--- src/source/soc_pkg.sv ---
package soc_pkg;

    // ============================================================
    // Widths and memory map
    // ============================================================
    localparam int unsigned ADDR_W = 32;
    localparam int unsigned DATA_W = 32;
    localparam int unsigned STRB_W = DATA_W / 8;
    localparam int unsigned OFFS_W = 12;

    localparam logic [ADDR_W-1:0] RAM_BASE   = 32'h0000_0000;
    localparam logic [ADDR_W-1:0] GPIO_BASE  = 32'h4000_0000;
    localparam logic [ADDR_W-1:0] TIMER_BASE = 32'h4000_1000;

    localparam int unsigned RAM_WORDS = 1024;

    // Timer CTRL bits
    localparam int unsigned CTRL_EN_BIT     = 0;
    localparam int unsigned CTRL_IRQ_EN_BIT = 1;

    // ============================================================
    // Enums
    // ============================================================
    typedef enum logic [1:0] {
        REGION_RAM,
        REGION_GPIO,
        REGION_TIMER,
        REGION_NONE
    } region_e;

    typedef enum logic [OFFS_W-1:0] {
        GPIO_OUT = 12'h000,
        GPIO_SET = 12'h004,
        GPIO_CLR = 12'h008
    } gpio_reg_e;

    typedef enum logic [OFFS_W-1:0] {
        TIMER_CTRL   = 12'h000,
        TIMER_LOAD   = 12'h004,
        TIMER_COUNT  = 12'h008,
        TIMER_STATUS = 12'h00C
    } timer_reg_e;

    typedef enum logic {
        RAM_IDLE,
        RAM_WAIT
    } ram_state_e;

    // Byte strobe expanded to a bit mask
    function automatic logic [DATA_W-1:0] strb_to_mask(input logic [STRB_W-1:0] strb);
        logic [DATA_W-1:0] mask;
        for (int i = 0; i < STRB_W; i++) begin
            mask[8*i +: 8] = {8{strb[i]}};
        end
        return mask;
    endfunction

endpackage
--- src/source/apb_if.sv ---
interface apb_if;

    import soc_pkg::*;

    // Requester side
    logic              psel;
    logic              penable;
    logic              pwrite;
    logic [OFFS_W-1:0] paddr;
    logic [DATA_W-1:0] pwdata;
    logic [STRB_W-1:0] pstrb;

    // Completer side
    logic [DATA_W-1:0] prdata;
    logic              pready;
    logic              pslverr;

    modport requester (
        output psel, penable, pwrite, paddr, pwdata, pstrb,
        input  prdata, pready, pslverr
    );

    modport completer (
        input  psel, penable, pwrite, paddr, pwdata, pstrb,
        output prdata, pready, pslverr
    );

endinterface

--- src/source/apb_gpio.sv ---
module apb_gpio (
    input  logic                        clk,
    input  logic                        arst_n,
    apb_if.completer                    bus,
    output logic [soc_pkg::DATA_W-1:0]  gpio_out
);

    import soc_pkg::*;

    logic [DATA_W-1:0] gpio_q;
    logic [DATA_W-1:0] wmask;
    logic access;
    logic known;

    assign access = bus.psel && bus.penable;
    assign wmask  = strb_to_mask(bus.pstrb);

    always_comb begin
        case (bus.paddr)
            GPIO_OUT, GPIO_SET, GPIO_CLR: known = 1'b1;
            default:                      known = 1'b0;
        endcase
    end

    // SET and CLR act on whole words
    always_ff @(posedge clk or negedge arst_n) begin
        if (!arst_n) begin
            gpio_q <= '0;
        end else if (access && bus.pwrite) begin
            case (bus.paddr)
                GPIO_OUT: gpio_q <= (gpio_q & ~wmask) | (bus.pwdata & wmask);
                GPIO_SET: gpio_q <= gpio_q | bus.pwdata;
                GPIO_CLR: gpio_q <= gpio_q & ~bus.pwdata;
                default:  gpio_q <= gpio_q;
            endcase
        end
    end

    assign gpio_out    = gpio_q;
    assign bus.pready  = access;
    assign bus.pslverr = access && !known;
    assign bus.prdata  = known ? gpio_q : '0;

endmodule

--- src/flat_wrapper.sv ---
// flat-port wrapper written by rule: the top's interface ports become plain ports
module apb_gpio_flat import soc_pkg::*;
  (clk, arst_n, gpio_out, bus_psel, bus_penable, bus_pwrite, bus_paddr, bus_pwdata, bus_pstrb, bus_prdata, bus_pready, bus_pslverr);
  apb_if bus_i ();
  input  logic clk;
  input  logic arst_n;
  output logic [soc_pkg::DATA_W-1:0] gpio_out;
  input wire logic [$bits(bus_i.psel)-1:0] bus_psel;
  input wire logic [$bits(bus_i.penable)-1:0] bus_penable;
  input wire logic [$bits(bus_i.pwrite)-1:0] bus_pwrite;
  input wire logic [$bits(bus_i.paddr)-1:0] bus_paddr;
  input wire logic [$bits(bus_i.pwdata)-1:0] bus_pwdata;
  input wire logic [$bits(bus_i.pstrb)-1:0] bus_pstrb;
  output wire logic [$bits(bus_i.prdata)-1:0] bus_prdata;
  output wire logic [$bits(bus_i.pready)-1:0] bus_pready;
  output wire logic [$bits(bus_i.pslverr)-1:0] bus_pslverr;
  assign bus_i.psel = bus_psel;
  assign bus_i.penable = bus_penable;
  assign bus_i.pwrite = bus_pwrite;
  assign bus_i.paddr = bus_paddr;
  assign bus_i.pwdata = bus_pwdata;
  assign bus_i.pstrb = bus_pstrb;
  assign bus_prdata = bus_i.prdata;
  assign bus_pready = bus_i.pready;
  assign bus_pslverr = bus_i.pslverr;
  apb_gpio u_core (.clk(clk), .arst_n(arst_n), .bus(bus_i), .gpio_out(gpio_out));
endmodule
--- config.mk ---
export PLATFORM = sky130hd
export DESIGN_NAME = apb_gpio_flat
export DESIGN_NICKNAME = d
export VERILOG_FILES = /design/src/source/soc_pkg.sv /design/src/source/apb_if.sv /design/src/source/apb_gpio.sv /design/src/flat_wrapper.sv
export SDC_FILE = /design/constraint.sdc
export NUM_CORES = 1
export LEC_CHECK = 0
export BUFFER_PORTS_ARGS = -buffer_cell sky130_fd_sc_hd__buf_2
export CAP_MARGIN = 0
export CORE_MARGIN = 2
export CORE_UTILIZATION = 30
export DETAILED_ROUTE_END_ITERATION = 8
export PLACE_DENSITY_LB_ADDON = 0.1
export SYNTH_ARGS = -nofsm -noshare
export SYNTH_HDL_FRONTEND = slang
export SYNTH_SLANG_ARGS = --single-unit
--- constraint.sdc ---
create_clock -name clk -period 3.2 [get_ports clk]
set_input_delay 0.64 -clock clk [delete_from_list [all_inputs] [get_ports clk]]
set_output_delay 0.64 -clock clk [all_outputs]
set_load 0.05 [all_outputs]
Word-level counts from Yosys, hierarchy flattened --
Index checks and enable logic that the tools add are counted.
Storage, ports and cells: bits in registers 32, bits in latches 0, RAM bits 0, bits in read-only memories 0, bits of input ports 53, logic and storage cells 21, memories kept 0
Cells by class: $add $sub $neg 0, multiply operators 0, divide/modulo/power cells 0, order comparisons 0, eq/ne operators 2, shifts and indexed selects 0, muxes and demuxes 3, bitwise gates (word level) 7, reduce and logical (&&, ||, !) cells 8
Operators by type and width (count):
- AND 32 bit | 3
- case mux 32 bit (3 select lines) | 1
- inverter 32 bit | 2
- bitwise OR 32 bit | 2
- 2-to-1 mux 32 bit | 1
- equality test 12 x 3 -> 1 bit (second input constant) | 1
- equality test 12 x 4 -> 1 bit (second input constant) | 1
- zero test 12 bit | 1
- logical AND 1 bit | 3
- nonzero test 3 bit | 1
- OR reduction 3 bit | 1
- AND reduction 2 bit | 1
- zero test 1 bit | 1
- 2-to-1 mux 1 bit | 1

Longest topological paths before layout --
depth in word-level cells 5, gate-level depth with buffers 6, gate-level depth less buffers 4

Worst setup path before layout --
Ideal clock, no wire load.
path type input to output, start in bus_paddr[1], end out bus_prdata[10], arrival 2347 ps, path slack 213 ps, stages 4, path buffers 1, path through or4_4 a2111oi_2 clkbuf_1 and2_1
Between the ends: longest elaborated chain between the ends 4
Ends and longest elaborated chain:
- start, declared | RTL line flat_wrapper.sv:11 | input wire logic [$bits(bus_i.paddr)-1:0] bus_paddr;
- equality test 12 x 3 -> 1 bit, or another cell as far along | RTL line apb_gpio.sv:19 | case (bus.paddr)
- OR reduction 3 bit (*) | RTL line apb_gpio.sv:19
- 2-to-1 mux 1 bit (*) | RTL line apb_gpio.sv:19
- 2-to-1 mux 32 bit (*) | RTL line apb_gpio.sv:42 | assign bus.prdata = known ? gpio_q : '0;
- end, declared | RTL line flat_wrapper.sv:14 | output wire logic [$bits(bus_i.prdata)-1:0] bus_prdata;
Mark *: on every way between the ends. The rest lies on a longest branch, timed or not.

Worst setup path after layout --
start in bus_paddr[1], end out bus_prdata[6]
The elaborated chain is that of the path after synthesis.

==> out/metrics.yaml <==
status: "completed"
start_util: 0.313
cp_max_fo: 19
grt_setup_unrepaired: "false"
io_buffers: 118
cts_setup_buffers: 0
synthCells: 226
worst_pin_slew_ns: 0.767
core_area_um2: 7370
antenna_found_initial: 0
ys_warn_count: 0
ir_drop_mv: 0.154
worstSetupPathType: "input pin to output port"
drtIter0Drc: 76
fp.dieW_um: 91.7
grtUsageTotal: 0.161
first_pass_iters: 4
grt_pass1_vias: 2229
finClkSkew_ns: 0
drive_gt1_frac: 0.516
synth_fp_nets: 279
syn_area_um2: 2310
die_area_um2: 8410
clock_latency_ns: 0.28
synth_area_per_cell_um2: 10.2
via_per_inst: 5.28
setup_violations: 0
syn2layout_area_growth_pct: 33.1
r2r_cells: 2
finalNetCount: 389
grt_pass1_wl_um: 11000
yosys.cell_types.count: 21
hold_violations: 0
maxSlewViolCount: 0
num_rows: 31
htreeDepth: 2
clkTransAtPathRegs_ns: 0.07
synth-seq-area-share: 0.347
die_h_um: 91.7
clock_sink_count: 32
vias: 2302
r2r_setup_slack_ns: 2.30
power.density_nw_per_um2: 303
yosys_register_bits: 32
grt_max_degree: 33
ant_nets: 0
drv_cap: 0
cts_tree: "done"
wl_um: 6730
ctsResizeCount: 0
io_pins: 119
place_hpwl_um: 4510
gr-total-overflow: 0
total_leakage_power_nw: 1.50
cts_buffers: 5
drcViolationCount: 0
cts_root_buf: "clkbuf_8"
maxSlewHeadroom: 0.489
n_antenna_cell: 0
clock.fmax_mhz: 341
cp_data_required_time_ns: 2.56
period_needed_ns: 2.94
cts_hold_buf: 0
post_drt_wl_per_cell_um: 15.4
setup-tns-final_ns: 0
cp_data_arrival_time_ns: 2.30
clockBufferDepth: 2
crit_start: "bus_paddr[1]"
fin_crit_sh: 0.917
startpoint_type: "input pin"
fin_util: 0.417
gp_congestion: 0.728
end_kind: "output port"
hold_path.class: "input pin to asynchronous set/reset pin"
## stage by stage
| stage | area [um2] | instances | setup WS (ns) | total power (W) | hold slack (ns) |
|---|---|---|---|---|---|
| finish | 3070 | 436 | 0.265 | 0.000929 | 0.423 |
| global placement | 2960 | 428 | 0.263 | 0.000546 | 0.608 |
| detailed placement | 2960 | 428 | 0.262 | 0.000549 | 0.603 |
| floorplan | 2310 | 226 | 0.213 | 0.000484 | 0.344 |
| global route | 3070 | 436 | 0.172 | 0.000974 | 0.480 |
| CTS | 3070 | 436 | 0.260 | 0.000944 | 0.447 |
## routing by layer
metal / vias up / share of wire / GRT usage
li1: 1096 / - / -
met2: 92 / 0.46 / 0.267
met4: 0 / 0.0097 / 0.0398
met1: 1109 / 0.46 / 0.210
met3: 5 / 0.071 / 0.0403
met5: - / 0 / 0
## report_power, final
part	switching, W	internal (W)
registers	0.0000000754	0.000404
logic	0.0000742	0.0000610
clock network	0.000159	0.000231
total	0.000233	0.000696
## how the worst max path moves through the flow
stage                           to
detailed placement   bus_prdata[0]
global route         bus_prdata[1]
floorplan           bus_prdata[10]
finish               bus_prdata[6]
global placement     bus_prdata[3]
CTS                  bus_prdata[0]
## cell type report
| cell class | instances | area (um2) |
|---|---|---|
| sequential | 32 | 801 |
| inverter | 1 | 3.75 |
| timing repair buffer | 124 | 636 |
| tap | 99 | 124 |
| clock buffer | 6 | 72.6 |
| fill | 757 | 4300 |
| multi-input combinational | 172 | 1400 |
| clock inverter | 2 | 35.0 |
## synthesized netlist by cell type
library cell	instances	area share
and3_1	1	0.0027
dfrtp_1	32	0.35
a221oi_2	7	0.046
or2_2	1	0.0027
clkbuf_1	11	0.018
nor2b_1	1	0.0027
a21oi_1	32	0.069
inv_1	1	0.0016
a221oi_1	25	0.095
nand2b_1	32	0.087
nand4b_1	1	0.0038
buf_6	4	0.020
nor4_1	1	0.0027
nand3_1	1	0.0022
a2111oi_2	1	0.0065
o22ai_2	30	0.16
o22ai_1	2	0.0054
or4_4	3	0.015
and2_1	33	0.089
nor4_4	1	0.0092
buf_2	6	0.013
## cells by family after synthesis
group | count (synthesis) | synth area share
DFF | 32 | 0.347
AOI/OAI and AO/OA | 97 | 0.384
buffers and inverters | 22 | 0.0520
and+or+nand+nor | 75 | 0.217
## placed cells by master (no fill, tap or decap)
cell,instances
nor4_1,1
buf_4,6
nor2b_1,1
clkbuf_1,1
nand2b_1,32
clkbuf_8,5
and3_1,1
buf_2,118
a221oi_1,25
a221oi_2,7
clkinv_2,1
inv_1,1
or4_4,3
o22ai_2,30
nor4_4,1
or2_2,1
o22ai_1,2
dfrtp_1,32
nand4b_1,1
and2_1,33
a21oi_1,32
nand3_1,1
bufinv_16,1
a2111oi_4,1
## critical path, stage by stage
cell,delay [ns]
buf_2,0.09
or4_4,0.58
a2111oi_4,0.31
buf_4,0.27
and2_1,0.15
buf_2,0.25
No activity file was read; power rests on OpenSTA's default activity.
