[src/source/soc_pkg.sv]
package soc_pkg;

    // ============================================================
    // Widths and memory map
    // ============================================================
    localparam int unsigned ADDR_W = 32;
    localparam int unsigned DATA_W = 32;
    localparam int unsigned STRB_W = DATA_W / 8;
    localparam int unsigned OFFS_W = 12;

    localparam logic [ADDR_W-1:0] RAM_BASE   = 32'h0000_0000;
    localparam logic [ADDR_W-1:0] GPIO_BASE  = 32'h4000_0000;
    localparam logic [ADDR_W-1:0] TIMER_BASE = 32'h4000_1000;

    localparam int unsigned RAM_WORDS = 1024;

    // Timer CTRL bits
    localparam int unsigned CTRL_EN_BIT     = 0;
    localparam int unsigned CTRL_IRQ_EN_BIT = 1;

    // ============================================================
    // Enums
    // ============================================================
    typedef enum logic [1:0] {
        REGION_RAM,
        REGION_GPIO,
        REGION_TIMER,
        REGION_NONE
    } region_e;

    typedef enum logic [OFFS_W-1:0] {
        GPIO_OUT = 12'h000,
        GPIO_SET = 12'h004,
        GPIO_CLR = 12'h008
    } gpio_reg_e;

    typedef enum logic [OFFS_W-1:0] {
        TIMER_CTRL   = 12'h000,
        TIMER_LOAD   = 12'h004,
        TIMER_COUNT  = 12'h008,
        TIMER_STATUS = 12'h00C
    } timer_reg_e;

    typedef enum logic {
        RAM_IDLE,
        RAM_WAIT
    } ram_state_e;

    // Byte strobe expanded to a bit mask
    function automatic logic [DATA_W-1:0] strb_to_mask(input logic [STRB_W-1:0] strb);
        logic [DATA_W-1:0] mask;
        for (int i = 0; i < STRB_W; i++) begin
            mask[8*i +: 8] = {8{strb[i]}};
        end
        return mask;
    endfunction

endpackage
[src/source/apb_if.sv]
interface apb_if;

    import soc_pkg::*;

    // Requester side
    logic              psel;
    logic              penable;
    logic              pwrite;
    logic [OFFS_W-1:0] paddr;
    logic [DATA_W-1:0] pwdata;
    logic [STRB_W-1:0] pstrb;

    // Completer side
    logic [DATA_W-1:0] prdata;
    logic              pready;
    logic              pslverr;

    modport requester (
        output psel, penable, pwrite, paddr, pwdata, pstrb,
        input  prdata, pready, pslverr
    );

    modport completer (
        input  psel, penable, pwrite, paddr, pwdata, pstrb,
        output prdata, pready, pslverr
    );

endinterface

[src/source/apb_timer.sv]
module apb_timer (
    input  logic      clk,
    input  logic      arst_n,
    apb_if.completer  bus,
    output logic      timer_irq
);

    import soc_pkg::*;

    logic [1:0]        ctrl_q;
    logic [DATA_W-1:0] load_q;
    logic [DATA_W-1:0] count_q;
    logic              pending_q;
    logic              irq_q;

    logic [DATA_W-1:0] wmask;
    logic              access;
    logic              wr_access;
    logic              ctrl_wr;
    logic              load_wr;
    logic              status_wr;
    logic              known;
    logic              irq_en_d;
    logic              expire;

    assign access    = bus.psel && bus.penable;
    assign wr_access = access && bus.pwrite;
    assign wmask     = strb_to_mask(bus.pstrb);

    assign ctrl_wr   = wr_access && (bus.paddr == TIMER_CTRL) && bus.pstrb[0];
    assign load_wr   = wr_access && (bus.paddr == TIMER_LOAD);
    assign status_wr = wr_access && (bus.paddr == TIMER_STATUS) && bus.pstrb[0];

    // Counter hits one while running
    assign expire    = ctrl_q[CTRL_EN_BIT] && (count_q == 1);

    // Next interrupt enable, so the output drops together with it
    assign irq_en_d  = ctrl_wr ? bus.pwdata[CTRL_IRQ_EN_BIT] : ctrl_q[CTRL_IRQ_EN_BIT];

    // ============================================================
    // Registers and counter
    // ============================================================
    always_ff @(posedge clk or negedge arst_n) begin
        if (!arst_n) begin
            ctrl_q    <= '0;
            load_q    <= '0;
            count_q   <= '0;
            pending_q <= 1'b0;
            irq_q     <= 1'b0;
        end else begin
            if (ctrl_wr) begin
                ctrl_q <= bus.pwdata[1:0];
            end

            if (load_wr) begin
                load_q  <= (load_q & ~wmask) | (bus.pwdata & wmask);
                count_q <= (load_q & ~wmask) | (bus.pwdata & wmask);
            end else if (expire) begin
                count_q <= load_q;
            end else if (ctrl_q[CTRL_EN_BIT] && count_q != '0) begin
                count_q <= count_q - 1;
            end

            // A new expiry wins over a clear in the same cycle
            if (expire) begin
                pending_q <= 1'b1;
            end else if (status_wr && bus.pwdata[0]) begin
                pending_q <= 1'b0;
            end

            irq_q <= pending_q && irq_en_d;
        end
    end

    // ============================================================
    // Read data and response
    // ============================================================
    always_comb begin
        known      = 1'b1;
        bus.prdata = '0;
        case (bus.paddr)
            TIMER_CTRL:   bus.prdata = {{(DATA_W-2){1'b0}}, ctrl_q};
            TIMER_LOAD:   bus.prdata = load_q;
            TIMER_COUNT:  bus.prdata = count_q;
            TIMER_STATUS: bus.prdata = {{(DATA_W-1){1'b0}}, pending_q};
            default:      known = 1'b0;
        endcase
    end

    // COUNT is read only
    assign bus.pready  = access;
    assign bus.pslverr = access && (!known || (bus.pwrite && bus.paddr == TIMER_COUNT));
    assign timer_irq   = irq_q;

endmodule

[src/flat_wrapper.sv]
// flat-port wrapper written by rule: the top's interface ports become plain ports
module apb_timer_flat import soc_pkg::*;
  (clk, arst_n, timer_irq, bus_psel, bus_penable, bus_pwrite, bus_paddr, bus_pwdata, bus_pstrb, bus_prdata, bus_pready, bus_pslverr);
  apb_if bus_i ();
  input  logic clk;
  input  logic arst_n;
  output logic timer_irq;
  input wire logic [$bits(bus_i.psel)-1:0] bus_psel;
  input wire logic [$bits(bus_i.penable)-1:0] bus_penable;
  input wire logic [$bits(bus_i.pwrite)-1:0] bus_pwrite;
  input wire logic [$bits(bus_i.paddr)-1:0] bus_paddr;
  input wire logic [$bits(bus_i.pwdata)-1:0] bus_pwdata;
  input wire logic [$bits(bus_i.pstrb)-1:0] bus_pstrb;
  output wire logic [$bits(bus_i.prdata)-1:0] bus_prdata;
  output wire logic [$bits(bus_i.pready)-1:0] bus_pready;
  output wire logic [$bits(bus_i.pslverr)-1:0] bus_pslverr;
  assign bus_i.psel = bus_psel;
  assign bus_i.penable = bus_penable;
  assign bus_i.pwrite = bus_pwrite;
  assign bus_i.paddr = bus_paddr;
  assign bus_i.pwdata = bus_pwdata;
  assign bus_i.pstrb = bus_pstrb;
  assign bus_prdata = bus_i.prdata;
  assign bus_pready = bus_i.pready;
  assign bus_pslverr = bus_i.pslverr;
  apb_timer u_core (.clk(clk), .arst_n(arst_n), .bus(bus_i), .timer_irq(timer_irq));
endmodule
[config.mk]
export PLATFORM = sky130hd
export DESIGN_NAME = apb_timer_flat
export DESIGN_NICKNAME = d
export VERILOG_FILES = /design/src/source/soc_pkg.sv /design/src/source/apb_if.sv /design/src/source/apb_timer.sv /design/src/flat_wrapper.sv
export SDC_FILE = /design/constraint.sdc
export NUM_CORES = 1
export LEC_CHECK = 0
export ABC_CLOCK_PERIOD_IN_PS = 3150
export CAP_MARGIN = 20
export CORE_UTILIZATION = 65
export DETAILED_ROUTE_END_ITERATION = 8
export DONT_BUFFER_PORTS = 1
export PLACE_DENSITY = 0.78
export SLEW_MARGIN = 20
export SYNTH_ARGS = -nofsm -noshare
export SYNTH_HDL_FRONTEND = slang
export SYNTH_SLANG_ARGS = --single-unit
[constraint.sdc]
create_clock -name clk -period 3.15 [get_ports clk]
set_clock_uncertainty 0.05 [all_clocks]
set_input_delay 0.1575 -clock clk [delete_from_list [all_inputs] [get_ports clk]]
set_output_delay 0.1575 -clock clk [all_outputs]
set_load 0.01 [all_outputs]
## Yosys cells after proc, flatten, opt, wreduce, memory -nomap -nowiden

Cells that the tools add are included.

| word-level totals | value |
|---|---|
| word-level logic and storage cells | 42 |
| register bits | 68 |
| output and inout port bits | 35 |

| cells by class | value |
|---|---|
| add/sub/neg operators | 1 |
| multiplexer cells | 8 |
| bitwise operators | 4 |
| eq/ne operators | 4 |
| reduce and logical (&&, ||, !) cells | 20 |

Operators with widths:

| kind | count |
|---|---|
| $pmux W32 S4 | 1 |
| $mux W32 | 3 |
| $and A32 B32 Y32 | 2 |
| $eq A32 B1 Y1 const B | 1 |
| $not A32 Y32 | 1 |
| $or A32 B32 Y32 | 1 |
| $reduce_bool A32 Y1 | 1 |
| $sub A32 B1 Y32 const B | 1 |
| $eq A12 B4 Y1 const B | 2 |
| $logic_and A1 B1 Y1 | 13 |
| $eq A12 B3 Y1 const B | 1 |
| $logic_not A12 Y1 | 1 |
| $mux W1 | 4 |
| $reduce_or A4 Y1 | 1 |
| $reduce_bool A3 Y1 | 1 |
| $reduce_bool A2 Y1 | 1 |
| $logic_not A1 Y1 | 1 |
| $logic_or A1 B1 Y1 | 1 |

## Depth between registers and ports, before layout

| depth | value |
|---|---|
| depth in word-level cells | 7 |
| mapped depth | 10 |

## Worst setup path after synthesis

Ideal clock, no wire load.

| timing path | value |
|---|---|
| kind | register to register |
| start | register u_core.count_q[13] |
| end | register u_core.count_q[20] |
| clock period less this slack | 2841 ps |
| path slack | 309 ps |
| path buffers | 3 |
| stages on the path, launching flop included | 10 |
| required time | 2961 ps |
| data arrival time | 2653 ps |
| path through | dfrtp_1 > buf_6 > or3_1 > clkbuf_1 > or4_4 > or4_4 > buf_6 > and2_4 > a222oi_1 > a211oi_1 |

| on the way | value |
|---|---|
| word-level cells in the longest chain between the ends | 4 |

RTL lines:

| what | line | text |
|---|---|---|
| start, declared | apb_timer.sv:12 | `logic [DATA_W-1:0] count_q;` |
| start signal, assigned | apb_timer.sv:57 | `count_q <= (load_q & ~wmask) \| (bus.pwdata & wmask);` |
| start signal, assigned | apb_timer.sv:59 | `count_q <= load_q;` |
| start signal, assigned | apb_timer.sv:61 | `count_q <= count_q - 1;` |
| $sub A32 B1 Y32 or $eq A32 B1 Y1 (tied branches) | apb_timer.sv:61, apb_timer.sv:35 |  |
| $mux W32 or $logic_and A1 B1 Y1 (tied branches) | apb_timer.sv:60, apb_timer.sv:35 |  |
| $mux W32 | apb_timer.sv:58 | `end else if (expire) begin` |
| $mux W32 | apb_timer.sv:55 | `if (load_wr) begin` |

Several ways; a longest one is shown, not always the timed one. The select of a mux whose other input is x is not followed.
A chain may end at the register's enable or synchronous reset.

## Worst setup path in the final report

| timing path | value |
|---|---|
| start | register u_core.count_q[21] |
| end | register u_core.count_q[20] |

| on the way | value |
|---|---|
| word-level cells in the longest chain between the ends | 4 |

RTL lines:

| what | line | text |
|---|---|---|
| $eq A32 B1 Y1 | apb_timer.sv:35 | `assign expire = ctrl_q[CTRL_EN_BIT] && (count_q == 1);` |
| $logic_and A1 B1 Y1 | apb_timer.sv:35 |  |
| $mux W32 | apb_timer.sv:58 |  |
| $mux W32 | apb_timer.sv:55 |  |

Several ways; a longest one is shown, not always the timed one.

==> qor.txt <==
clock-pin slew on the worst setup and hold paths: 0.07 ns
startpoint of the worst register-to-register path: u_core.count_q[21]
Cell Area, Synth: 4710 µm²
required time at the worst-slack endpoint: 3.35 ns
time the final worst path needs with I/O delays and setup: 3.03 ns
slew margin rel.: 0.527
share of the clock period used by the worst path: 0.963
crit path kind: flop to flop
RSZ-0062 raised after global routing: no
vias per std cell: 7.14
fillers: 492
deepest level of the CTS H-tree: 3
cell occurring most often along the worst timing path: or4_4
initial antenna violation count: 0
synthesis-to-layout area growth: 15.7%
area of the core: 6910 µm²
Slowest-stage cell, CP: or4_4
vias after detailed routing: 4776
failing checks: hold timing
count of unresolved DRC violations after routing: 0
Starting Density: 0.682
via count of the first global-routing pass: 4602
synthesized area divided by synthesized cell count: 8.91 µm²
number of rows created at floorplan: 30
area share of the leading cell type in the synthesized netlist: 0.361
main combinational cell family by area after synthesis: simple AND/OR/NAND/NOR gates
stage delay of the slowest cell on the critical path: 0.66 ns
number of synthesized register bits: 68
timing-limited maximum frequency: 330 MHz
Max IR drop VDD: 272 µV
root buffer selected by CTS: clkbuf_8
number of nets in the layout: 623
Die Wd: 87.1 µm
result of the run: finished, violations left
share of synthesized cell area in full adder, half adder and majority cells: 0.00531
synthesized-area fraction occupied by ao, oa, aoi and oai cells: 0.240
area taken by flip-flops and latches: 1700 µm²
Final HPWL DP: 9950 µm
overall die area: 7590 µm²
commonest non-fill, non-tap cell in the layout: dfrtp_1
ys async rst share: 1.00
overall die height: 87.1 µm
mux contribution to synthesized area: 0.0921
count of antenna-violating nets left after detailed routing: 0
ports placed on the boundary: 88
global-route congestion overflow total: 0
leakage power summed over all cells: 2.36 nW
main area contributors after synthesis: dfrtp_1, a22o_1, mux2_2, nand2_1, nor2_1
port buffer count: 0
endpoint type of the worst setup path: flop
TritonCTS clock tree: done
library cell occupying the most area in the post-synthesis netlist: dfrtp_1
total of endpoints with negative setup slack in the final report: 0
area used by multi-input combinational logic: 2810 µm²
simple-gate area share of the yosys netlist: 0.252
Post-Synthesis Net Count: 584
power density over cell area: 311 nW/µm²
routed len/inst: 22.0 µm
share of final-layout standard cells stronger than drive strength 1: 0.169
deepest clock path buffer count: 2
Hold Crit Start: bus_pwdata[1]
first-pass GRT wire length: 23100 µm
Starting DRT DRC Count: 447
Setup TNS Final: 0 ns
gate count of the mapped netlist: 529
Pre-antenna DRT Iters: 6
post-synthesis xor/xnor area fraction: 0.00743
commonest cells after routing, fill and taps aside: dfrtp_1, nand2_1, nor2_1
peak fanout along the critical path: 11
HP Class: input port to flop
Sinks on Clock Net: 68
number of warnings reported in the yosys synthesis log: 0
antenna diode instance count: 0
hold violation total from the final report: 1
CP startpoint kind: flop
number of slew-limit violations in the final report: 0
routed wire length: 14700 µm
post-synthesis cell type count: 71
hold slack: -0.000907 ns
number of enable-type register cells in the synthesized netlist: 0
dominant synthesized flop cell: dfrtp_1
cts bufs inserted: 9
Data arrival, critical path: 3.23 ns
share of the yosys chip area belonging to registers: 0.361
insertion delay to the later sink of the worst-skew pair: 0.36 ns
Worst-Margin Slew: 0.703 ns
GPL Wtd Cong: 1.02
pin count of the biggest net entering global routing: 69
Critical Path Start: u_core.count_q[21]
cell-by-cell trace of the critical path: or4_1 > or4_4 > or4_4 > mux2i_4 > a222oi_1 > a211oi_1
max_cap viols: 0
global-route total usage across every layer: 0.403
-- power breakdown --
| part | switching (W) | internal, W |
|---|---|---|
| sequential | 0.00000389 | 0.000875 |
| clock | 0.000350 | 0.000366 |
| combinational | 0.0000479 | 0.0000524 |
| total | 0.000402 | 0.00129 |
-- timing repair --
item,4_1_cts,5_1_grt
hold endpoints to repair,108,0
buffers inserted,0,0
gates resized for setup,0,0
hold buffers,33,0
-- stage by stage --
stage               area [µm²]  total power (W)  setup WS [ns]  utilization  cells
CTS                       5450          0.00170          0.139        0.789    669
global route              5450          0.00174        0.00349        0.789    669
finish                    5450          0.00169          0.116        0.789    669
global placement          4910         0.000939          0.269        0.711    620
detailed placement        4910         0.000940          0.221        0.711    620
floorplan                 4710         0.000935          0.309            -    529
-- layer usage --
metal | GRT usage | share of wire
met5 | 0 | 0
met4 | 0.213 | 0.042
met2 | 0.682 | 0.48
met1 | 0.498 | 0.39
met3 | 0.0588 | 0.088
-- Yosys cell counts, types with 4 or more instances --
cell,number
dfrtp_1,68
nand2_1,49
nor2_1,47
a22o_1,36
mux2_2,27
clkbuf_1,25
nor3_1,20
nand3_1,19
nor4_1,17
a21oi_1,16
o21ai_0,16
nand4_1,12
inv_1,11
a31oi_1,8
and2_1,8
buf_2,8
or4_1,8
mux2i_1,7
or3_1,7
a221oi_1,6
a22oi_1,6
a31o_2,6
o22ai_1,6
a222oi_1,5
and3_1,5
nor2b_1,5
a211oi_1,4
nand2b_1,4
o2bb2ai_1,4
-- state kept, by name, indices dropped and copies added (netlist names) --
register          count
u_core.count_q       32
u_core.pending_q      1
u_core.ctrl_q         2
u_core.load_q        32
u_core.timer_irq      1
-- critical path, delay by kind of cell (launching register included) --
kind | cells | cell delay [ns]
AO/OA/AOI/OAI | 2 | 0.39
flip-flops | 1 | 0.44
multiplexers | 1 | 0.26
AND/OR/NAND/NOR | 3 | 1.79
-- cells by family after synthesis --
kind of cell             count (synthesis)
AO/OA/AOI/OAI                          147
XOR/XNOR                                 4
adder cells (fa/ha/maj)                  2
buffers and inverters                   47
flip-flops                              68
multiplexers                            37
AND/OR/NAND/NOR                        224
-- area by class of cell --
| type | instances | share of cell area |
|---|---|---|
| Clock buffer | 10 | 0.0234 |
| Multi-Input combinational cell | 414 | 0.516 |
| Sequential cell | 68 | 0.312 |
| Tap cell | 96 | 0.0220 |
| Clock inverter | 6 | 0.0119 |
| Inverter | 11 | 0.00758 |
| Timing Repair Buffer | 64 | 0.107 |
-- path summary, 6_finish.rpt --
kind / endpoint / slack, ns / cells past startpoint
min in group asynchronous: u_core.count_q[27] / 0.29 / 2
worst max-delay path: u_core.count_q[20] / 0.12 / 6
worst min-delay path: u_core.count_q[1] / -0.0009 / 2
worst max register to register: u_core.count_q[20] / 0.12 / 6
max in group asynchronous: u_core.pending_q / 2.44 / 2
worst min register to register: u_core.load_q[6] / 0.46 / 2
(Power assumes the default switching activity.)
