===== src/source/soc_pkg.sv =====
package soc_pkg;

    // ============================================================
    // Widths and memory map
    // ============================================================
    localparam int unsigned ADDR_W = 32;
    localparam int unsigned DATA_W = 32;
    localparam int unsigned STRB_W = DATA_W / 8;
    localparam int unsigned OFFS_W = 12;

    localparam logic [ADDR_W-1:0] RAM_BASE   = 32'h0000_0000;
    localparam logic [ADDR_W-1:0] GPIO_BASE  = 32'h4000_0000;
    localparam logic [ADDR_W-1:0] TIMER_BASE = 32'h4000_1000;

    localparam int unsigned RAM_WORDS = 1024;

    // Timer CTRL bits
    localparam int unsigned CTRL_EN_BIT     = 0;
    localparam int unsigned CTRL_IRQ_EN_BIT = 1;

    // ============================================================
    // Enums
    // ============================================================
    typedef enum logic [1:0] {
        REGION_RAM,
        REGION_GPIO,
        REGION_TIMER,
        REGION_NONE
    } region_e;

    typedef enum logic [OFFS_W-1:0] {
        GPIO_OUT = 12'h000,
        GPIO_SET = 12'h004,
        GPIO_CLR = 12'h008
    } gpio_reg_e;

    typedef enum logic [OFFS_W-1:0] {
        TIMER_CTRL   = 12'h000,
        TIMER_LOAD   = 12'h004,
        TIMER_COUNT  = 12'h008,
        TIMER_STATUS = 12'h00C
    } timer_reg_e;

    typedef enum logic {
        RAM_IDLE,
        RAM_WAIT
    } ram_state_e;

    // Byte strobe expanded to a bit mask
    function automatic logic [DATA_W-1:0] strb_to_mask(input logic [STRB_W-1:0] strb);
        logic [DATA_W-1:0] mask;
        for (int i = 0; i < STRB_W; i++) begin
            mask[8*i +: 8] = {8{strb[i]}};
        end
        return mask;
    endfunction

endpackage

===== src/source/apb_if.sv =====
interface apb_if;

    import soc_pkg::*;

    // Requester side
    logic              psel;
    logic              penable;
    logic              pwrite;
    logic [OFFS_W-1:0] paddr;
    logic [DATA_W-1:0] pwdata;
    logic [STRB_W-1:0] pstrb;

    // Completer side
    logic [DATA_W-1:0] prdata;
    logic              pready;
    logic              pslverr;

    modport requester (
        output psel, penable, pwrite, paddr, pwdata, pstrb,
        input  prdata, pready, pslverr
    );

    modport completer (
        input  psel, penable, pwrite, paddr, pwdata, pstrb,
        output prdata, pready, pslverr
    );

endinterface


===== src/source/apb_decoder.sv =====
module apb_decoder (
    input  logic                        psel,
    input  logic                        penable,
    input  logic                        pwrite,
    input  logic [soc_pkg::ADDR_W-1:0]  paddr,
    input  logic [soc_pkg::DATA_W-1:0]  pwdata,
    input  logic [soc_pkg::STRB_W-1:0]  pstrb,
    output logic [soc_pkg::DATA_W-1:0]  prdata,
    output logic                        pready,
    output logic                        pslverr,

    apb_if.requester                    ram_bus,
    apb_if.requester                    gpio_bus,
    apb_if.requester                    timer_bus
);

    import soc_pkg::*;

    region_e region;

    // ============================================================
    // Region decode on the upper address bits
    // ============================================================
    always_comb begin
        if (paddr[ADDR_W-1:OFFS_W] == RAM_BASE[ADDR_W-1:OFFS_W]) begin
            region = REGION_RAM;
        end else if (paddr[ADDR_W-1:OFFS_W] == GPIO_BASE[ADDR_W-1:OFFS_W]) begin
            region = REGION_GPIO;
        end else if (paddr[ADDR_W-1:OFFS_W] == TIMER_BASE[ADDR_W-1:OFFS_W]) begin
            region = REGION_TIMER;
        end else begin
            region = REGION_NONE;
        end
    end

    // Only the selected completer sees psel
    assign ram_bus.psel   = psel && (region == REGION_RAM);
    assign gpio_bus.psel  = psel && (region == REGION_GPIO);
    assign timer_bus.psel = psel && (region == REGION_TIMER);

    assign ram_bus.penable   = penable;
    assign ram_bus.pwrite    = pwrite;
    assign ram_bus.paddr     = paddr[OFFS_W-1:0];
    assign ram_bus.pwdata    = pwdata;
    assign ram_bus.pstrb     = pstrb;

    assign gpio_bus.penable  = penable;
    assign gpio_bus.pwrite   = pwrite;
    assign gpio_bus.paddr    = paddr[OFFS_W-1:0];
    assign gpio_bus.pwdata   = pwdata;
    assign gpio_bus.pstrb    = pstrb;

    assign timer_bus.penable = penable;
    assign timer_bus.pwrite  = pwrite;
    assign timer_bus.paddr   = paddr[OFFS_W-1:0];
    assign timer_bus.pwdata  = pwdata;
    assign timer_bus.pstrb   = pstrb;

    // ============================================================
    // Response mux
    // ============================================================
    always_comb begin
        case (region)
            REGION_RAM: begin
                prdata  = ram_bus.prdata;
                pready  = ram_bus.pready;
                pslverr = ram_bus.pslverr;
            end
            REGION_GPIO: begin
                prdata  = gpio_bus.prdata;
                pready  = gpio_bus.pready;
                pslverr = gpio_bus.pslverr;
            end
            REGION_TIMER: begin
                prdata  = timer_bus.prdata;
                pready  = timer_bus.pready;
                pslverr = timer_bus.pslverr;
            end
            default: begin
                // Unmapped, error in the first access cycle
                prdata  = '0;
                pready  = psel && penable;
                pslverr = psel && penable;
            end
        endcase
    end

    always_comb begin
        assert final (psel || !penable)
            else $error("penable high without psel");
    end

endmodule


===== src/flat_wrapper.sv =====
// flat-port wrapper written by rule: the top's interface ports become plain ports
module apb_decoder_flat import soc_pkg::*;
  (psel, penable, pwrite, paddr, pwdata, pstrb, prdata, pready, pslverr, ram_bus_psel, ram_bus_penable, ram_bus_pwrite, ram_bus_paddr, ram_bus_pwdata, ram_bus_pstrb, ram_bus_prdata, ram_bus_pready, ram_bus_pslverr, gpio_bus_psel, gpio_bus_penable, gpio_bus_pwrite, gpio_bus_paddr, gpio_bus_pwdata, gpio_bus_pstrb, gpio_bus_prdata, gpio_bus_pready, gpio_bus_pslverr, timer_bus_psel, timer_bus_penable, timer_bus_pwrite, timer_bus_paddr, timer_bus_pwdata, timer_bus_pstrb, timer_bus_prdata, timer_bus_pready, timer_bus_pslverr);
  apb_if ram_bus_i ();
  apb_if gpio_bus_i ();
  apb_if timer_bus_i ();
  input  logic psel;
  input  logic penable;
  input  logic pwrite;
  input  logic [soc_pkg::ADDR_W-1:0] paddr;
  input  logic [soc_pkg::DATA_W-1:0] pwdata;
  input  logic [soc_pkg::STRB_W-1:0] pstrb;
  output logic [soc_pkg::DATA_W-1:0] prdata;
  output logic pready;
  output logic pslverr;
  output wire logic [$bits(ram_bus_i.psel)-1:0] ram_bus_psel;
  output wire logic [$bits(ram_bus_i.penable)-1:0] ram_bus_penable;
  output wire logic [$bits(ram_bus_i.pwrite)-1:0] ram_bus_pwrite;
  output wire logic [$bits(ram_bus_i.paddr)-1:0] ram_bus_paddr;
  output wire logic [$bits(ram_bus_i.pwdata)-1:0] ram_bus_pwdata;
  output wire logic [$bits(ram_bus_i.pstrb)-1:0] ram_bus_pstrb;
  input wire logic [$bits(ram_bus_i.prdata)-1:0] ram_bus_prdata;
  input wire logic [$bits(ram_bus_i.pready)-1:0] ram_bus_pready;
  input wire logic [$bits(ram_bus_i.pslverr)-1:0] ram_bus_pslverr;
  output wire logic [$bits(gpio_bus_i.psel)-1:0] gpio_bus_psel;
  output wire logic [$bits(gpio_bus_i.penable)-1:0] gpio_bus_penable;
  output wire logic [$bits(gpio_bus_i.pwrite)-1:0] gpio_bus_pwrite;
  output wire logic [$bits(gpio_bus_i.paddr)-1:0] gpio_bus_paddr;
  output wire logic [$bits(gpio_bus_i.pwdata)-1:0] gpio_bus_pwdata;
  output wire logic [$bits(gpio_bus_i.pstrb)-1:0] gpio_bus_pstrb;
  input wire logic [$bits(gpio_bus_i.prdata)-1:0] gpio_bus_prdata;
  input wire logic [$bits(gpio_bus_i.pready)-1:0] gpio_bus_pready;
  input wire logic [$bits(gpio_bus_i.pslverr)-1:0] gpio_bus_pslverr;
  output wire logic [$bits(timer_bus_i.psel)-1:0] timer_bus_psel;
  output wire logic [$bits(timer_bus_i.penable)-1:0] timer_bus_penable;
  output wire logic [$bits(timer_bus_i.pwrite)-1:0] timer_bus_pwrite;
  output wire logic [$bits(timer_bus_i.paddr)-1:0] timer_bus_paddr;
  output wire logic [$bits(timer_bus_i.pwdata)-1:0] timer_bus_pwdata;
  output wire logic [$bits(timer_bus_i.pstrb)-1:0] timer_bus_pstrb;
  input wire logic [$bits(timer_bus_i.prdata)-1:0] timer_bus_prdata;
  input wire logic [$bits(timer_bus_i.pready)-1:0] timer_bus_pready;
  input wire logic [$bits(timer_bus_i.pslverr)-1:0] timer_bus_pslverr;
  assign ram_bus_psel = ram_bus_i.psel;
  assign ram_bus_penable = ram_bus_i.penable;
  assign ram_bus_pwrite = ram_bus_i.pwrite;
  assign ram_bus_paddr = ram_bus_i.paddr;
  assign ram_bus_pwdata = ram_bus_i.pwdata;
  assign ram_bus_pstrb = ram_bus_i.pstrb;
  assign ram_bus_i.prdata = ram_bus_prdata;
  assign ram_bus_i.pready = ram_bus_pready;
  assign ram_bus_i.pslverr = ram_bus_pslverr;
  assign gpio_bus_psel = gpio_bus_i.psel;
  assign gpio_bus_penable = gpio_bus_i.penable;
  assign gpio_bus_pwrite = gpio_bus_i.pwrite;
  assign gpio_bus_paddr = gpio_bus_i.paddr;
  assign gpio_bus_pwdata = gpio_bus_i.pwdata;
  assign gpio_bus_pstrb = gpio_bus_i.pstrb;
  assign gpio_bus_i.prdata = gpio_bus_prdata;
  assign gpio_bus_i.pready = gpio_bus_pready;
  assign gpio_bus_i.pslverr = gpio_bus_pslverr;
  assign timer_bus_psel = timer_bus_i.psel;
  assign timer_bus_penable = timer_bus_i.penable;
  assign timer_bus_pwrite = timer_bus_i.pwrite;
  assign timer_bus_paddr = timer_bus_i.paddr;
  assign timer_bus_pwdata = timer_bus_i.pwdata;
  assign timer_bus_pstrb = timer_bus_i.pstrb;
  assign timer_bus_i.prdata = timer_bus_prdata;
  assign timer_bus_i.pready = timer_bus_pready;
  assign timer_bus_i.pslverr = timer_bus_pslverr;
  apb_decoder u_core (.psel(psel), .penable(penable), .pwrite(pwrite), .paddr(paddr), .pwdata(pwdata), .pstrb(pstrb), .prdata(prdata), .pready(pready), .pslverr(pslverr), .ram_bus(ram_bus_i), .gpio_bus(gpio_bus_i), .timer_bus(timer_bus_i));
endmodule

===== config.mk =====
export PLATFORM = sky130hd
export DESIGN_NAME = apb_decoder_flat
export DESIGN_NICKNAME = d
export VERILOG_FILES = /design/src/source/soc_pkg.sv /design/src/source/apb_if.sv /design/src/source/apb_decoder.sv /design/src/flat_wrapper.sv
export SDC_FILE = /design/constraint.sdc
export NUM_CORES = 1
export LEC_CHECK = 0
export ABC_AREA = 1
export ABC_CLOCK_PERIOD_IN_PS = 2000
export CAP_MARGIN = 10
export CORE_AREA = 2 2 142 144
export DETAILED_ROUTE_END_ITERATION = 7
export DIE_AREA = 0 0 144 146
export DONT_BUFFER_PORTS = 1
export GPL_ROUTABILITY_DRIVEN = 0
export GPL_TIMING_DRIVEN = 1
export PLACE_DENSITY = 0.34
export SLEW_MARGIN = 20
export SYNTH_ARGS = -nofsm -noshare
export SYNTH_HDL_FRONTEND = slang
export SYNTH_SLANG_ARGS = --single-unit

===== constraint.sdc =====
create_clock -name vclk -period 2
set_input_delay 0.5 -clock vclk [all_inputs]
set_output_delay 0.5 -clock vclk [all_outputs]
set_load 0.03 [all_outputs]

# Yosys cells after proc, flatten, opt, wreduce, memory -nomap -nowiden
# Index checks and enable logic that the tools add are counted.
# totals
word_cells	16
out_inout_bits	187
reg_bits	0
# classes
muxes	6
reduce_logical	6
eq_ne	4
# ops
op	count
case mux 32 bit (3 select lines)	1
equality test 20 x 19 -> 1 bit, second input constant	2
logical NOT 20 bit	1
case mux 1 bit (3 select lines)	2
logical AND 1 bit	4
2-to-1 mux 2 bit	2
equality test 2 x 1 -> 1 bit, second input constant	1
equality test 2 bit, second input constant	1
logical NOT 2 bit	1
2-to-1 mux 1 bit	1

# Depth between registers and ports, before layout
# logic_depth
depth_word	6
depth_mapped	9
depth_no_buf	8

# Worst setup path after synthesis
# Ideal clock, no wire load.
# synth_path
kind	input-to-output
startpoint	input paddr[27] (netlist bit)
endpoint	output timer_bus_psel
cell_stages	6
required_time_ns	1.500
n_path_buf	1
arrival_time_ns	2.034
setup_slack_ns	-0.534
cell_sequence	nor2_1 > nand2_1 > nor2_4 > buf_2 > nand2_1 > nor4_1
# synth_between
elab_chain_cells	6
word_cells_on_any_way	8
cone_classes	3 x eq/ne; 3 x mux; 2 x reduce/logical
# synth_rtl
element	line_no	source
from (decl)	flat_wrapper.sv:10	input logic [soc_pkg::ADDR_W-1:0] paddr;
equality test 20 x 19 -> 1 bit	apb_decoder.sv:29	end else if (paddr[ADDR_W-1:OFFS_W] == TIMER_BASE[ADDR_W-1:OFFS_W]) begin
2-to-1 mux 1 bit	apb_decoder.sv:29	
2-to-1 mux 2 bit	apb_decoder.sv:27	end else if (paddr[ADDR_W-1:OFFS_W] == GPIO_BASE[ADDR_W-1:OFFS_W]) begin
2-to-1 mux 2 bit *	apb_decoder.sv:25	if (paddr[ADDR_W-1:OFFS_W] == RAM_BASE[ADDR_W-1:OFFS_W]) begin
equality test 2 bit *	apb_decoder.sv:39	assign timer_bus.psel = psel && (region == REGION_TIMER);
logical AND 1 bit *	apb_decoder.sv:39	
to (decl)	flat_wrapper.sv:34	output wire logic [$bits(timer_bus_i.psel)-1:0] timer_bus_psel;
# Mark *: on every way between the ends. The rest lies on a longest branch, timed or not.

# Final worst setup path
# layout_path
startpoint	input paddr[19] (netlist bit)
endpoint	output pslverr
# layout_between
elab_chain_cells	6
word_cells_on_any_way	10
cone_classes	4 x eq/ne; 4 x mux; 2 x reduce/logical
# layout_rtl
element	line_no	source
equality test 20 x 19 -> 1 bit	apb_decoder.sv:29	
2-to-1 mux 1 bit	apb_decoder.sv:29	
2-to-1 mux 2 bit	apb_decoder.sv:27	
2-to-1 mux 2 bit *	apb_decoder.sv:25	
equality test 2 bit, or another cell as far along	apb_decoder.sv:63	case (region)
case mux 1 bit (3 select lines) *	apb_decoder.sv:63	
to (decl)	flat_wrapper.sv:15	output logic pslverr;
# Marked as above.

==> flow_summary_export.csv <==
group,metric,value,unit
timing,finalSetupViolCount,36,
timing,slew_violations,0,
global_route,grt_usage,7.708,%
worst_setup_path,worstSetupPathType,"primary input to output pin",
synth,synth_area_per_cell,6.020,um^2
synth,yosys_warnings,0,
finish,clkbuf_count,0,
die,placeableCoreArea,0.01933,mm^2
worst_setup_path,cp-end-kind,"output pin",
die,fp-row-count,51,
route,via_per_inst,3.889,
power_and_ir_drop,p_leak,0.9019,nW
route,dr.pass1.iters,4,
finish,regArea,0,um^2
worst_setup_path,crit_path_cell_trace,"nor2_4 > nand2_2 > nor2_4 > buf_12 > nand3_4 > buf_12 > nand3_4 > nand4_1 > buf_6",
finish,drive_above_1_share,39.27,%
die,io_pins,360,
timing,rsz0062_at_grt,"true",
worst_setup_path,critPathMaxFanout,21,
timing,post-route-period-util,105.3,%
run_status,outcome,"complete, but fails checks",
finish,final_net_count,450,
worst_setup_path,worstPathRequired,1500,ps
worst_setup_path,critPathTopFamily,"simple AND/OR/NAND/NOR gates",
finish,antennaDiodeCount,0,
timing,fmax,474.7,MHz
timing,relSlewSlack,85.70,%
route,drt_iter0_markers,98,
route,drt-total-wl,9218,um
timing,hold_ws,1000,ps
power_and_ir_drop,power_density,52.98,mW/mm^2
finish,area_delta_synth_final,-10.37,%
route,post_drt_wl_per_cell,17.07,um
global_route,grt-ovfl-total,0,
worst_setup_path,cp_slowest_stage_delay,190,ps
timing,worstMarginPinSlew,214.3,ps
placement,io_buffers,0,
worst_setup_path,path_buf_inv,3,
global_route,grt_pass1_vias,2068,
power_and_ir_drop,ir_drop,17.98,uV
route,ant_nets,0,
run_status,violations,"negative setup slack",
route,dr_total_vias,2100,
global_route,grt_pass1_wl,12280,um
worst_setup_path,crit_path_start_kind,"primary input",
synth,synth_nets,586,
timing,fin_ws,-106.7,ps
synth,synth_cell_types,17,
synth,synth_area,0.002486,mm^2
route,drc,0,
die,die_w,144,um
finish,design_area,0.002228,mm^2
global_route,antenna_found_initial,0,
synth,syn_inst,413,
synth,ys_seq_area_share,0,%
finish,seq_cell_count,0,
placement,place_ws,-199.9,ps
clock_tree,cts_hold_buf,0,
global_route,grt_max_degree,43,
placement,hpwl,6586,um
run,maxCapViolCount,0,
die,die_h,146,um
worst_setup_path,slowest_stage,"buf_12",
die,die_area,0.02102,mm^2
timing,final_hold_viol_count,0,
timing,period_minus_slack,2107,ps
die,start_util,12.86,%
placement,place_area,0.001901,mm^2
worst_setup_path,cp.arrival,1610,ps
min_path,hold_class,"primary input to output pin",
==> cells in the mapped netlist <==
library cell / number / share of area [%]
nor4_1: 2 / 0.50
nand3_1: 34 / 6.8
nand2_1: 74 / 11
nand3b_1: 1 / 0.30
buf_2: 11 / 2.2
inv_1: 36 / 5.4
nor2_8: 1 / 0.81
nor2_1: 10 / 1.5
or2_4: 1 / 0.35
nor2_4: 3 / 1.4
nand3_4: 1 / 0.70
nand2_2: 1 / 0.25
nand4_1: 70 / 18
buf_4: 162 / 49
or2_1: 1 / 0.25
nor3_1: 2 / 0.40
buf_6: 3 / 1.4
==> metrics by stage <==
stage               TNS [ps]  util (%)  cells  power (mW)
floorplan             -14.31         -    413      0.6359
finish                 -2363     11.53    540      0.1181
global placement       -5911     9.830    529      0.1046
CTS                    -2709     11.33    540      0.1173
global route           -5405     11.53    540      0.1320
detailed placement     -5465     9.830    529      0.1037
==> logic make-up (layout without fill, tap and decap cells) <==
kind of cell / after synthesis / after routing / synth area share [%]
buffers and inverters: 212 / 74 / 57.93
and+or+nand+nor: 201 / 201 / 42.07
==> cell type report <==
type | instances | area, um^2
repair buffers | 38 | 529.3
well taps | 265 | 331.6
multi-input cells | 201 | 1225
inverters | 36 | 142.6
fillers | 2257 | 17110
==> cells in the final DEF (no fill, tap or decap), drive strengths merged <==
cell     n
nand3b   1
inv     36
nor2    14
nand3   35
bufbuf   2
or2      2
buf     35
nor4     2
nand2   75
clkbuf   1
nor3     2
nand4   70
==> power breakdown <==
part | leakage (nW) | total, mW | internal, mW | switching (mW)
clock | 0 | 0 | 0 | 0
combinational | 0.902 | 0.118 | 0.0547 | 0.0634
sequential | 0 | 0 | 0 | 0
==> final timing paths <==
kind,start,depth (start not counted),endpoint,slack (ps)
max,paddr[19],9,pslverr,-110
min,pwdata[24],0,gpio_bus_pwdata[24],1000
==> routing by layer <==
metal | GRT usage, % | vias up | share of wire (%)
met5 | 0 | - | 0
met4 | 2.108 | 0 | 2.6
met3 | 1.711 | 33 | 9.8
met2 | 16.19 | 169 | 56
met1 | 7.163 | 960 | 32
li1 | - | 938 | -
==> what timing repair did <==
item | CTS | global route
setup buffers | 8 | 0
resized for setup | 29 | 11
pin swaps | 8 | 4
endpoints found under the setup margin | 37 | 37
gates cloned | 3 | 1
No activity file was read; power rests on OpenSTA's default activity.
